<file path="src/alu_cfg_pkg.sv">
// Sizing of the ALU lane: issue queue depth and reorder-buffer id width
package alu_cfg_pkg;

   // Issue queue entries, kept a power of two
   localparam int IQ_DEPTH_LOG2 = 2;
   localparam int IQ_DEPTH      = 1 << IQ_DEPTH_LOG2;

   // Micro-op id from the reorder buffer
   localparam int ROB_AW        = 4;

endpackage

</file>
<file path="src/alu_isa_pkg.sv">
// ALU lane ISA: data and field widths, micro-op layout, opcode encoding
package alu_isa_pkg;

   localparam int DATA_W = 32;   // Operand and result width
   localparam int REG_AW = 5;    // Architectural register address
   localparam int OPC_W  = 4;    // Opcode field
   localparam int REL_W  = 15;   // Relative branch offset field

   // Micro-op is {rel15, opc}, offset on top
   localparam int UOP_W  = REL_W + OPC_W;

   // One-hot opcode bus, bit i-1 for opcode i
   localparam int N_OPS  = 11;

   // Opcode values, 0 does nothing
   typedef enum logic [OPC_W-1:0]
   {
      OPC_NOP = 4'd0,
      OPC_ADD = 4'd1,
      OPC_SUB = 4'd2,
      OPC_AND = 4'd3,
      OPC_OR  = 4'd4,
      OPC_XOR = 4'd5,
      OPC_SLL = 4'd6,   // Shift left logical
      OPC_SRL = 4'd7,   // Shift right logical
      OPC_SLT = 4'd8,   // Signed set-less-than
      OPC_BEQ = 4'd9,   // Relative branch if equal
      OPC_BNE = 4'd10,  // Relative branch if not equal
      OPC_JR  = 4'd11   // Jump to register
   } alu_opc_e;

endpackage

</file>
<file path="src/fu_if.sv">
// fu_if: selected micro-op bus from the issue queue to the ALU, iq and fu modports
`timescale 1ns/100ps

interface fu_if;

   logic                            valid;   // Entry ready to leave the queue
   logic                            ready;   // ALU can take it
   logic [alu_cfg_pkg::ROB_AW-1:0]  id;
   logic [alu_isa_pkg::UOP_W-1:0]   uop;     // {rel15, opc}
   logic [alu_isa_pkg::DATA_W-1:0]  op1;
   logic [alu_isa_pkg::DATA_W-1:0]  op2;

   // Issue queue side
   modport iq
   (
      output valid, id, uop, op1, op2,
      input  ready
   );

   // Functional unit side
   modport fu
   (
      input  valid, id, uop, op1, op2,
      output ready
   );

endinterface

</file>
<file path="src/alu_exec.sv">
// alu_exec: opcode decode, ALU compute, branch flags, one-entry writeback stage
`timescale 1ns/100ps

module alu_exec
(
   input  logic                              clk,
   input  logic                              i_rst,
   input  logic                              i_flush,
   // From the issue queue
   fu_if.fu                                  fu,
   // To writeback
   input  logic                              i_wb_ready,
   output logic                              o_wb_valid,
   output logic [alu_isa_pkg::DATA_W-1:0]    o_wb_data,
   output logic [alu_cfg_pkg::ROB_AW-1:0]    o_wb_id,
   output logic                              o_wb_branch_op,
   output logic                              o_wb_branch_rel_taken,
   output logic                              o_wb_branch_reg_taken
);

   logic [alu_isa_pkg::REL_W-1:0]   rel15;
   logic [alu_isa_pkg::OPC_W-1:0]   opc;
   logic [alu_isa_pkg::N_OPS-1:0]   opc_bus;    // One-hot opcode
   logic [alu_isa_pkg::DATA_W-1:0]  rel_sext;   // Branch offset, sign-extended
   logic [alu_isa_pkg::DATA_W-1:0]  res_data;
   logic                            res_br_op;
   logic                            res_rel_taken;
   logic                            res_reg_taken;
   logic                            fu_fire;

   // Unpack micro-op
   assign {rel15, opc} = fu.uop;

   // Decode to one-hot, bit i-1 for opcode i
   for (genvar i = 1; i <= alu_isa_pkg::N_OPS; i++)
   begin : gen_opc_bus
      assign opc_bus[i-1] = (opc == (alu_isa_pkg::OPC_W)'(i));
   end

   assign rel_sext = {{(alu_isa_pkg::DATA_W - alu_isa_pkg::REL_W){rel15[alu_isa_pkg::REL_W-1]}},
                      rel15};

   // Result and flag select
   always_comb
   begin
      res_data      = '0;   // No-op default
      res_br_op     = 1'b0;
      res_rel_taken = 1'b0;
      res_reg_taken = 1'b0;
      case (1'b1)
         opc_bus[alu_isa_pkg::OPC_ADD-1]: res_data = fu.op1 + fu.op2;
         opc_bus[alu_isa_pkg::OPC_SUB-1]: res_data = fu.op1 - fu.op2;
         opc_bus[alu_isa_pkg::OPC_AND-1]: res_data = fu.op1 & fu.op2;
         opc_bus[alu_isa_pkg::OPC_OR-1]:  res_data = fu.op1 | fu.op2;
         opc_bus[alu_isa_pkg::OPC_XOR-1]: res_data = fu.op1 ^ fu.op2;
         opc_bus[alu_isa_pkg::OPC_SLL-1]: res_data = fu.op1 << fu.op2[4:0];
         opc_bus[alu_isa_pkg::OPC_SRL-1]: res_data = fu.op1 >> fu.op2[4:0];
         opc_bus[alu_isa_pkg::OPC_SLT-1]:
            res_data = {{(alu_isa_pkg::DATA_W - 1){1'b0}}, $signed(fu.op1) < $signed(fu.op2)};
         opc_bus[alu_isa_pkg::OPC_BEQ-1]:
         begin
            res_data      = rel_sext;   // Target offset for the branch unit
            res_br_op     = 1'b1;
            res_rel_taken = (fu.op1 == fu.op2);
         end
         opc_bus[alu_isa_pkg::OPC_BNE-1]:
         begin
            res_data      = rel_sext;
            res_br_op     = 1'b1;
            res_rel_taken = (fu.op1 != fu.op2);
         end
         opc_bus[alu_isa_pkg::OPC_JR-1]:
         begin
            res_data      = fu.op1;     // Register target
            res_br_op     = 1'b1;
            res_reg_taken = 1'b1;
         end
         default: ;
      endcase
   end

   // Take a new op when the stage is empty or draining
   assign fu.ready = ~o_wb_valid | i_wb_ready;
   assign fu_fire  = fu.valid & fu.ready;

   always_ff @(posedge clk)
   begin
      if (i_rst || i_flush)
         o_wb_valid <= 1'b0;
      else if (fu.ready)
         o_wb_valid <= fu.valid;   // Refill or go empty
   end

   // Result registers, held while stalled
   always_ff @(posedge clk)
   begin
      if (fu_fire)
      begin
         o_wb_data             <= res_data;
         o_wb_id               <= fu.id;
         o_wb_branch_op        <= res_br_op;
         o_wb_branch_rel_taken <= res_rel_taken;
         o_wb_branch_reg_taken <= res_reg_taken;
      end
   end

   // Decoder never raises two opcodes
   a_opc_onehot : assert property (@(posedge clk) disable iff (i_rst)
      fu.valid |-> $onehot0(opc_bus));

   // Stalled result stays put until writeback takes it
   a_wb_hold : assert property (@(posedge clk) disable iff (i_rst)
      o_wb_valid && !i_wb_ready && !i_flush |=>
         o_wb_valid && $stable(o_wb_data) && $stable(o_wb_id) && $stable(o_wb_branch_op)
         && $stable(o_wb_branch_rel_taken) && $stable(o_wb_branch_reg_taken));

endmodule

</file>
<file path="src/issue_queue.sv">
// issue_queue: out-of-order issue queue with bypass wakeup and lowest-index select
`timescale 1ns/100ps

module issue_queue
(
   input  logic                              clk,
   input  logic                              i_rst,
   input  logic                              i_flush,
   // From dispatch
   input  logic                              i_issue_valid,
   output logic                              o_issue_ready,
   input  logic [alu_isa_pkg::UOP_W-1:0]     i_uop,
   input  logic [alu_cfg_pkg::ROB_AW-1:0]    i_id,
   input  logic                              i_rs1_rdy,
   input  logic [alu_isa_pkg::DATA_W-1:0]    i_rs1_dat,
   input  logic [alu_isa_pkg::REG_AW-1:0]    i_rs1_addr,
   input  logic                              i_rs2_rdy,
   input  logic [alu_isa_pkg::DATA_W-1:0]    i_rs2_dat,
   input  logic [alu_isa_pkg::REG_AW-1:0]    i_rs2_addr,
   // Result bypass broadcast
   input  logic                              i_byp_valid,
   input  logic [alu_isa_pkg::DATA_W-1:0]    i_byp_data,
   input  logic                              i_byp_rd_we,
   input  logic [alu_isa_pkg::REG_AW-1:0]    i_byp_rd_addr,
   // To the ALU
   fu_if.iq                                  fu
);

   // Lowest set bit of a request vector
   function automatic logic [alu_cfg_pkg::IQ_DEPTH_LOG2-1:0] first_set
   (
      input logic [alu_cfg_pkg::IQ_DEPTH-1:0] req
   );
      first_set = '0;
      for (int k = alu_cfg_pkg::IQ_DEPTH - 1; k >= 0; k--)
      begin
         if (req[k])
            first_set = k[alu_cfg_pkg::IQ_DEPTH_LOG2-1:0];   // Lower index wins
      end
   endfunction

   // Entry state, operand index 0 is rs1 and 1 is rs2
   logic [alu_cfg_pkg::IQ_DEPTH-1:0]   ent_vld;
   logic [alu_isa_pkg::UOP_W-1:0]      uop_q      [alu_cfg_pkg::IQ_DEPTH];
   logic [alu_cfg_pkg::ROB_AW-1:0]     id_q       [alu_cfg_pkg::IQ_DEPTH];
   logic                               opr_rdy_q  [2][alu_cfg_pkg::IQ_DEPTH];
   logic [alu_isa_pkg::DATA_W-1:0]     opr_dat_q  [2][alu_cfg_pkg::IQ_DEPTH];
   logic [alu_isa_pkg::REG_AW-1:0]     opr_addr_q [2][alu_cfg_pkg::IQ_DEPTH];

   // Incoming operands as arrays
   logic                               in_rdy  [2];
   logic [alu_isa_pkg::DATA_W-1:0]     in_dat  [2];
   logic [alu_isa_pkg::REG_AW-1:0]     in_addr [2];
   logic                               in_hit  [2];   // Woken in the accept cycle

   logic                               byp_wr;
   logic [alu_cfg_pkg::IQ_DEPTH-1:0]   eligible;
   logic [alu_cfg_pkg::IQ_DEPTH_LOG2-1:0] wr_idx;
   logic [alu_cfg_pkg::IQ_DEPTH_LOG2-1:0] sel_idx;
   logic                               accept;
   logic                               issue;

   assign in_rdy[0]  = i_rs1_rdy;
   assign in_dat[0]  = i_rs1_dat;
   assign in_addr[0] = i_rs1_addr;
   assign in_rdy[1]  = i_rs2_rdy;
   assign in_dat[1]  = i_rs2_dat;
   assign in_addr[1] = i_rs2_addr;

   assign byp_wr = i_byp_valid & i_byp_rd_we;   // Broadcast carries a register write

   always_comb
   begin
      for (int j = 0; j < 2; j++)
         in_hit[j] = byp_wr & ~in_rdy[j] & (in_addr[j] == i_byp_rd_addr);
   end

   // Both operands in hand
   always_comb
   begin
      for (int k = 0; k < alu_cfg_pkg::IQ_DEPTH; k++)
         eligible[k] = ent_vld[k] & opr_rdy_q[0][k] & opr_rdy_q[1][k];
   end

   // Insert side, nothing taken during flush
   assign o_issue_ready = ~(&ent_vld) & ~i_flush;
   assign wr_idx        = first_set(~ent_vld);
   assign accept        = i_issue_valid & o_issue_ready;

   // Select side
   assign sel_idx  = first_set(eligible);
   assign fu.valid = |eligible;
   assign fu.id    = id_q[sel_idx];
   assign fu.uop   = uop_q[sel_idx];
   assign fu.op1   = opr_dat_q[0][sel_idx];
   assign fu.op2   = opr_dat_q[1][sel_idx];
   assign issue    = fu.valid & fu.ready;

   // Occupancy
   always_ff @(posedge clk)
   begin
      if (i_rst || i_flush)
         ent_vld <= '0;
      else
      begin
         for (int k = 0; k < alu_cfg_pkg::IQ_DEPTH; k++)
         begin
            if (issue && int'(sel_idx) == k)
               ent_vld[k] <= 1'b0;   // Gone to the ALU
            if (accept && int'(wr_idx) == k)
               ent_vld[k] <= 1'b1;   // Never the issuing entry
         end
      end
   end

   // Payload capture and operand wakeup
   always_ff @(posedge clk)
   begin
      for (int k = 0; k < alu_cfg_pkg::IQ_DEPTH; k++)
      begin
         if (accept && int'(wr_idx) == k)
         begin
            uop_q[k] <= i_uop;
            id_q[k]  <= i_id;
            for (int j = 0; j < 2; j++)
            begin
               opr_rdy_q[j][k]  <= in_rdy[j] | in_hit[j];
               opr_dat_q[j][k]  <= in_hit[j] ? i_byp_data : in_dat[j];
               opr_addr_q[j][k] <= in_addr[j];
            end
         end
         else
         begin
            for (int j = 0; j < 2; j++)
            begin
               // Waiting operand snoops the bypass bus
               if (byp_wr && !opr_rdy_q[j][k] && opr_addr_q[j][k] == i_byp_rd_addr)
               begin
                  opr_rdy_q[j][k] <= 1'b1;
                  opr_dat_q[j][k] <= i_byp_data;
               end
            end
         end
      end
   end

   // Accept only into a free slot, which holds the micro-op next cycle
   a_accept_free : assert property (@(posedge clk) disable iff (i_rst)
      accept |-> !ent_vld[wr_idx] ##1 ent_vld[$past(wr_idx)]);

   // Selected entry is live and freed once it leaves
   a_issue_live : assert property (@(posedge clk) disable iff (i_rst)
      issue |-> ent_vld[sel_idx] ##1 !ent_vld[$past(sel_idx)]);

endmodule

</file>
<file path="src/pipeline_alu.sv">
// pipeline_alu: ALU lane top, issue queue feeding the ALU over fu_if
`timescale 1ns/100ps

module pipeline_alu
(
   input  logic                              clk,
   input  logic                              i_rst,
   input  logic                              i_flush,
   // From dispatch
   input  logic                              i_issue_valid,
   output logic                              o_issue_ready,
   input  logic [alu_isa_pkg::UOP_W-1:0]     i_issue_uop,
   input  logic [alu_cfg_pkg::ROB_AW-1:0]    i_issue_id,
   input  logic                              i_rs1_rdy,
   input  logic [alu_isa_pkg::DATA_W-1:0]    i_rs1_dat,
   input  logic [alu_isa_pkg::REG_AW-1:0]    i_rs1_addr,
   input  logic                              i_rs2_rdy,
   input  logic [alu_isa_pkg::DATA_W-1:0]    i_rs2_dat,
   input  logic [alu_isa_pkg::REG_AW-1:0]    i_rs2_addr,
   // Bypass broadcast
   input  logic                              i_byp_valid,
   input  logic [alu_isa_pkg::DATA_W-1:0]    i_byp_data,
   input  logic                              i_byp_rd_we,
   input  logic [alu_isa_pkg::REG_AW-1:0]    i_byp_rd_addr,
   // To writeback
   input  logic                              i_wb_ready,
   output logic                              o_wb_valid,
   output logic [alu_isa_pkg::DATA_W-1:0]    o_wb_data,
   output logic [alu_cfg_pkg::ROB_AW-1:0]    o_wb_id,
   output logic                              o_wb_branch_op,
   output logic                              o_wb_branch_rel_taken,
   output logic                              o_wb_branch_reg_taken
);

   fu_if fu_bus ();   // Queue to ALU

   issue_queue u_issue_queue
   (
      .clk           (clk),
      .i_rst         (i_rst),
      .i_flush       (i_flush),
      .i_issue_valid (i_issue_valid),
      .o_issue_ready (o_issue_ready),
      .i_uop         (i_issue_uop),
      .i_id          (i_issue_id),
      .i_rs1_rdy     (i_rs1_rdy),
      .i_rs1_dat     (i_rs1_dat),
      .i_rs1_addr    (i_rs1_addr),
      .i_rs2_rdy     (i_rs2_rdy),
      .i_rs2_dat     (i_rs2_dat),
      .i_rs2_addr    (i_rs2_addr),
      .i_byp_valid   (i_byp_valid),
      .i_byp_data    (i_byp_data),
      .i_byp_rd_we   (i_byp_rd_we),
      .i_byp_rd_addr (i_byp_rd_addr),
      .fu            (fu_bus.iq)
   );

   alu_exec u_alu_exec
   (
      .clk                   (clk),
      .i_rst                 (i_rst),
      .i_flush               (i_flush),
      .fu                    (fu_bus.fu),
      .i_wb_ready            (i_wb_ready),
      .o_wb_valid            (o_wb_valid),
      .o_wb_data             (o_wb_data),
      .o_wb_id               (o_wb_id),
      .o_wb_branch_op        (o_wb_branch_op),
      .o_wb_branch_rel_taken (o_wb_branch_rel_taken),
      .o_wb_branch_reg_taken (o_wb_branch_reg_taken)
   );

endmodule

</file>
<file path="config.mk">
export PLATFORM = sky130hd
export DESIGN_NAME = pipeline_alu
export DESIGN_NICKNAME = d
export VERILOG_FILES = /design/src/alu_cfg_pkg.sv /design/src/alu_isa_pkg.sv /design/src/fu_if.sv /design/src/alu_exec.sv /design/src/issue_queue.sv /design/src/pipeline_alu.sv
export SDC_FILE = /design/constraint.sdc
export NUM_CORES = 1
export LEC_CHECK = 0
export ABC_AREA = 1
export BUFFER_PORTS_ARGS = -buffer_cell sky130_fd_sc_hd__buf_4
export CORE_MARGIN = 4
export CORE_UTILIZATION = 35
export DETAILED_ROUTE_END_ITERATION = 12
export SKIP_LAST_GASP = 1
export SLEW_MARGIN = 0
export SYNTH_ARGS = -nofsm -noshare
export SYNTH_HDL_FRONTEND = slang
export SYNTH_SLANG_ARGS = --single-unit
</file>
<file path="constraint.sdc">
create_clock -name clk -period 4.6 [get_ports clk]
set_input_delay 0.46 -clock clk [delete_from_list [all_inputs] [get_ports clk]]
set_output_delay 0.46 -clock clk [all_outputs]
set_load 0.02 [all_outputs]
</file>
## Word-level counts from Yosys, hierarchy flattened

Memories as Yosys holds them, arrays and structs flattened. A register that Yosys moved wholly into a read port is not among the register bits.
Cells that the tools add are included.

- Bitwise logic cells: 45
- Equality and inequality tests: 29
- Reduce and logical (&&, ||, !) cells: 49
- Shift operators: 2
- Multiplexer cells: 106
- $add $sub $neg: 2
- Magnitude comparators: 2

Operators with widths:

| cell | count |
|---|---|
| two-way mux 32 bit | 25 |
| binary-select mux 32 bit (select 2 bit) | 2 |
| two-way mux 1 bit | 59 |
| two-way mux 19 bit | 3 |
| OR reduction 19 bit | 3 |
| == test 5 bit | 10 |
| adder 32 bit | 1 |
| bitwise AND 32 bit | 1 |
| == test 32 bit | 1 |
| < comparator 32 bit | 1 |
| != test 32 bit | 1 |
| OR 32 bit | 1 |
| left shift 32 x 5 -> 32 bit | 1 |
| right shift 32 x 5 -> 32 bit | 1 |
| subtractor 32 bit | 1 |
| XOR 32 bit | 1 |
| two-way mux 2 bit | 14 |
| logical AND 1 bit | 24 |
| OR 1 bit | 19 |
| bitwise AND 1 bit | 16 |
| == test 4 x 3 -> 1 bit, second input constant | 4 |
| == test 4 bit, second input constant | 4 |
| OR reduction 4 bit | 4 |
| two-way mux 4 bit | 3 |
| other kinds (15) | 35 |

- Output and inout bits: 41
- Memories: 5
- Register bits after elaboration: 40
- Word-level logic and storage cells: 249
- RAM bits: 396
- Input port bits: 143

Memories:

| memory | words | width | rd ports | clocked after memory_dff | wr ports | RTL line | source |
|---|---|---|---|---|---|---|---|
| u_issue_queue.opr_dat_q | 2 | 128 | 2 | 0 | 2 | issue_queue.sv:47 | `logic [alu_isa_pkg::DATA_W-1:0] opr_dat_q [2][alu_cfg_pkg::IQ_DEPTH];` |
| u_issue_queue.uop_q | 4 | 19 | 1 | 0 | 1 | issue_queue.sv:44 | `logic [alu_isa_pkg::UOP_W-1:0] uop_q [alu_cfg_pkg::IQ_DEPTH];` |
| u_issue_queue.opr_addr_q | 2 | 20 | 2 | 0 | 2 | issue_queue.sv:48 | `logic [alu_isa_pkg::REG_AW-1:0] opr_addr_q [2][alu_cfg_pkg::IQ_DEPTH];` |
| u_issue_queue.id_q | 4 | 4 | 1 | 1 | 1 | issue_queue.sv:45 | `logic [alu_cfg_pkg::ROB_AW-1:0] id_q [alu_cfg_pkg::IQ_DEPTH];` |
| u_issue_queue.opr_rdy_q | 2 | 4 | 2 | 0 | 2 | issue_queue.sv:46 | `logic opr_rdy_q [2][alu_cfg_pkg::IQ_DEPTH];` |

## Longest topological paths before layout

An unclocked memory read counts as a cell.

- Depth in word-level cells: 22
- Mapped depth: 30
- Gate-level depth less buffers: 27

## Cells and area by module

Synthesis repeated with hierarchy kept, for this count alone.

- Cell total of the unflattened synthesis: 4230
- Area total of the unflattened synthesis: 30960.9 um^2

By module, submodules not included:

| module | times used | area an instance (um^2) | seq. area each (um^2) | cells each |
|---|---|---|---|---|
| issue_queue | 1 | 20069.2 | 11971.5 | 2277 |
| alu_exec | 1 | 10891.7 | 1191.1 | 1953 |

## Least setup slack after synthesis

No wires, ideal clock.

- Path kind: reg2reg
- Start point: memory u_issue_queue.opr_rdy_q[0][6] in the netlist's numbering
- End point: register u_alu_exec.o_wb_data[22] in the netlist's numbering (data pin)
- Setup time: 0.259 ns
- Period minus slack after synthesis: 3.882 ns
- Stages on the path, launching flop included: 27
- Arrival: 3.623 ns
- Path buffers: 4
- Path slack: 0.718 ns
- Required time: 4.341 ns
- Cells stage by stage: edfxtp_1 nand3_2 nand2_1 inv_2 nand2_1 buf_4 nand2_1 nor2_1 nor3_2 buf_2 buf_2 ha_1 clkbuf_1 inv_1 a21oi_1 nand2_1 nand2_1 nand3_1 nand2_1 nand2_1 a21oi_1 o21ai_0 a21boi_0 o21bai_1 xor2_1 nand2_1 nand3_1

RTL lines:

| what | RTL line | source |
|---|---|---|
| from (decl) | issue_queue.sv:46 |  |
| to (signal assigned) | alu_exec.sv:99 | `o_wb_data <= res_data;` |
| to (decl) | alu_exec.sv:14 | `output logic [alu_isa_pkg::DATA_W-1:0] o_wb_data,` |

==> summary.txt <==
Route
  • Routed wire length: 114 mm
  • DR vias: approximately 28,000
  • Vias per inst: approximately 5.5
  • Wire per inst: roughly 22 microns
  • TritonRoute pass-1 iters: 6
  • Initial DRC count: between 2,000 and 3,000
  • Number of nets with antenna violations after routing: 0
  • DR DRC count: 0

Finish
  • Non-filler instance count after layout: slightly above 5,000
  • Reg area: 13,200 sq um
  • # diodes: 0
  • Multi-input gate area: 13,800 sq um
  • Final #Nets: 4,220
  • Fin util: between 40% and 50%
  • # fillers: around 8,500
  • Area grow syn2layout: 16.8%
  • Layout cells sized above 1: about 13%

Critical path
  • Element type at the critical path end: register
  • Worst EP required: between 4 and 5 ns
  • Critical path arrival: approximately 4.7 ns
  • Crit path kind: reg -> reg
  • Crit path max fanout: 36
  • Startpoint types: register

Synth
  • Synthesized flop and latch total: 440
  • Syn Inst Count: approximately 3,800
  • Post-synth top area share: between 40 and 50%
  • Synth top area cells: edfxtp_1 (44%), nand2_1 (12%), nand3_1 (7.5%), o21ai_0 (7.1%), inv_1 (5.3%)
  • Synth cell count leaders: nand2_1 (938), nand3_1 (445), edfxtp_1 (435)
  • Syn nets: approximately 4,000
  • Post-synthesis sequential area ratio: approximately 45%
  • Ys async rst share: 0%
  • Ys Warns: 0
  • Largest area contributor in the netlist: edfxtp_1
  • Synth cell types: between 50 and 60
  • Most numerous cell in the Yosys netlist: nand2_1
  • Avg Cell Area, Syn: around 8 sq um
  • Ys flop type: edfxtp_1
  • Post-Syn Area: ~30,000 sq um
  • Post-synth EDFFs: between 400 and 500

Clocking
  • Clock-pin slew on the worst setup and hold paths: around 0.060 ns
  • Post-CTS Hold Buffers: 0
  • CTS Buf Count: 48
  • CTS H-Tree Depth: 2
  • Skew-Pair Late Insertion Delay: roughly 0.60 ns
  • Clock root cell: clkbuf_16
  • TritonCTS clock tree: built
  • TritonCTS Sinks: between 400 and 500
  • Clock buffer depth: 3

Timing
  • Max Fclk: around 230 MHz
  • RSZ-0062 raised after global routing: yes
  • WHS: roughly 0.06 ns
  • Clk_skew: between 0.02 and 0.025 ns
  • Final Hold Fails: 0
  • Max transition margin: 27.2%
  • Final Max Tran Viols: 0
  • Least-Margin Pin Slew: approximately 1.1 ns
  • Post-route setup slack: 0.279 ns
  • Final setup violation count: 0
  • Final Cycle Share: about 94%
  • Setup Total Neg Slack: 0 ns
  • Min Tclk post-route: approximately 4.3 ns

GRT
  • Number of global-route vias before repair: ~26,000
  • First-pass GRT wire length: between 150 and 200 mm
  • GRT Overall Usage: between 20% and 30%
  • Gr ovfl total: 0
  • Largest net degree at the start of global routing: between 90 and 100
  • Initial antenna violation count: 0

Pwr
  • Flop pwr share: approximately 46%
  • Int Power: approximately 7200 uW
  • Lkg Pwr: approximately 0.015 uW
  • Clk pwr share: 38.8%
  • Switching pwr: about 2700 uW
  • Max VDD drop: approximately 0.00025 V
  • Sw Ratio: roughly 27%
  • Combinational power share: between 10% and 20%
  • Power density over cell area: roughly 290 nW/um^2

Placement
  • Gpl congestion: roughly 1
  • Placed cell count: 5,006
  • Pre-CTS setup slack: 0.153 ns
  • IO buf count: between 150 and 200
  • DP Wirelength: 83.7 mm

Die
  • Row Count: approximately 110
  • Area of the core: between 80,000 and 90,000 sq um
  • I/O pin count: roughly 180
  • Initial Util: approximately a third
  • Chip height: slightly below 300 microns
  • Die Area: 89,000 sq um
  • Die width: 298 microns

Hold path
  • Worst hold path type: in -> reg

Flow run
  • Max-Cap Viols: 0

Run status
  • Status: finished, final reports clean
## routing by layer
metal	part of all wire, %	wire length (microns)	GRT usage (%)
met5	0	0	0
met4	3.5	4010	7.89
met3	8.2	9360	3.95
met2	46	52200	40.0
met1	43	48800	34.0
## area by class of cell
cell class                      count  share of cell area (%)
Clock buffer                       56                    3.63
Clock inverter                     33                   0.817
Inverter                          431                    4.71
Multi-Input combinational cell   2688                    40.2
Sequential cell                   440                    38.2
Tap cell                         1080                    3.92
Timing Repair Buffer              369                    8.56
## sequential cells by signal, summed over array words and instances (netlist names), 4 cells and up
register / flops
u_issue_queue.id_q: 16
u_issue_queue.uop_q: 76
u_alu_exec.o_wb_id: 4
u_issue_queue.opr_addr_q: 40
u_issue_queue.ent_vld: 4
u_alu_exec.o_wb_data: 32
u_issue_queue.opr_rdy_q: 8
u_issue_queue.opr_dat_q: 256
## cell usage in the layout (no fill, tap or decap), drive strengths merged, types with 4 or more instances in the layout
| cell | n |
|---|---|
| a31oi | 6 |
| ha | 97 |
| a21boi | 5 |
| a32o | 4 |
| nand3 | 456 |
| inv | 429 |
| a211oi | 7 |
| bufinv | 4 |
| or2 | 10 |
| o21bai | 7 |
| nand4 | 71 |
| a221o | 4 |
| nor2 | 252 |
| clkinv | 29 |
| clkbuf | 56 |
| xor2 | 57 |
| o22ai | 38 |
| nand2 | 946 |
| nor4 | 6 |
| dfxtp | 5 |
| a21oi | 124 |
| o21a | 8 |
| o21ai | 432 |
| a21o | 6 |
| buf | 369 |
| xnor2 | 18 |
| o31ai | 5 |
| edfxtp | 435 |
| nand3b | 66 |
| nor3 | 23 |
| o211ai | 5 |
| a221oi | 28 |
## cell families after synthesis
logic type	Yosys count	share of synthesized area, %
buf+inv	643	8.70
flops	440	44.6
fa+ha+maj	99	4.25
simple gates	1832	27.6
compound gates	682	12.7
xor+xnor	75	2.23
## critical path, cell delays in order, from the launching register on
cell	delay (ns)
edfxtp_1	0.41
nand3_2	0.15
nand2_1	0.11
inv_2	0.15
nand2_1	0.15
buf_12	0.22
nand3_1	0.14
nand2_1	0.10
nor2_4	0.16
ha_2	0.25
inv_1	0.08
fa_1	0.46
nand2_1	0.09
nand2_1	0.10
nand2_1	0.07
nand3_1	0.10
nand2_1	0.08
nand2_1	0.13
a21oi_1	0.19
o21ai_0	0.18
a21boi_1	0.31
o21bai_1	0.13
xor2_1	0.15
nand2_1	0.06
nand3_1	0.08
## worst paths after layout
path,startpoint,to,slack [ns],cells past startpoint
worst min-delay path,i_issue_id[0],u_issue_queue.id_q[0][0],0.06,1
worst max-delay path,u_issue_queue.opr_rdy_q[0][6],u_alu_exec.o_wb_data[22],0.28,24
worst max register to register,u_issue_queue.opr_rdy_q[0][6],u_alu_exec.o_wb_data[22],0.28,24
worst min register to register,u_issue_queue.id_q[0][2],u_alu_exec.o_wb_id[2],0.55,1
## power groups by stage
| stage | Sequential, uW | Clock (uW) | Combinational (uW) |
|---|---|---|---|
| after floorplan | 4580 | 0 | 863 |
| after global placement | 4580 | 0 | 1500 |
| after detailed placement | 4580 | 0 | 1500 |
| after CTS | 4500 | 3900 | 1500 |
| after global routing | 4500 | 4060 | 1670 |
| final | 4500 | 3830 | 1530 |
## through the flow
step           total power (uW)  cell area [sq um]
2_1_floorplan              5440              29500
3_3_place_gp               6080              32900
3_5_place_dp               6080              32900
4_1_cts                    9900              34400
5_1_grt                   10200              34500
6_report                   9860              34500
## timing repair
| item | in CTS | in global routing |
|---|---|---|
| endpoints found under the setup margin | 0 | 12 |
| resized for setup | 0 | 15 |
| setup buffers | 0 | 2 |
Note: power is estimated with default switching activity, not from simulation.
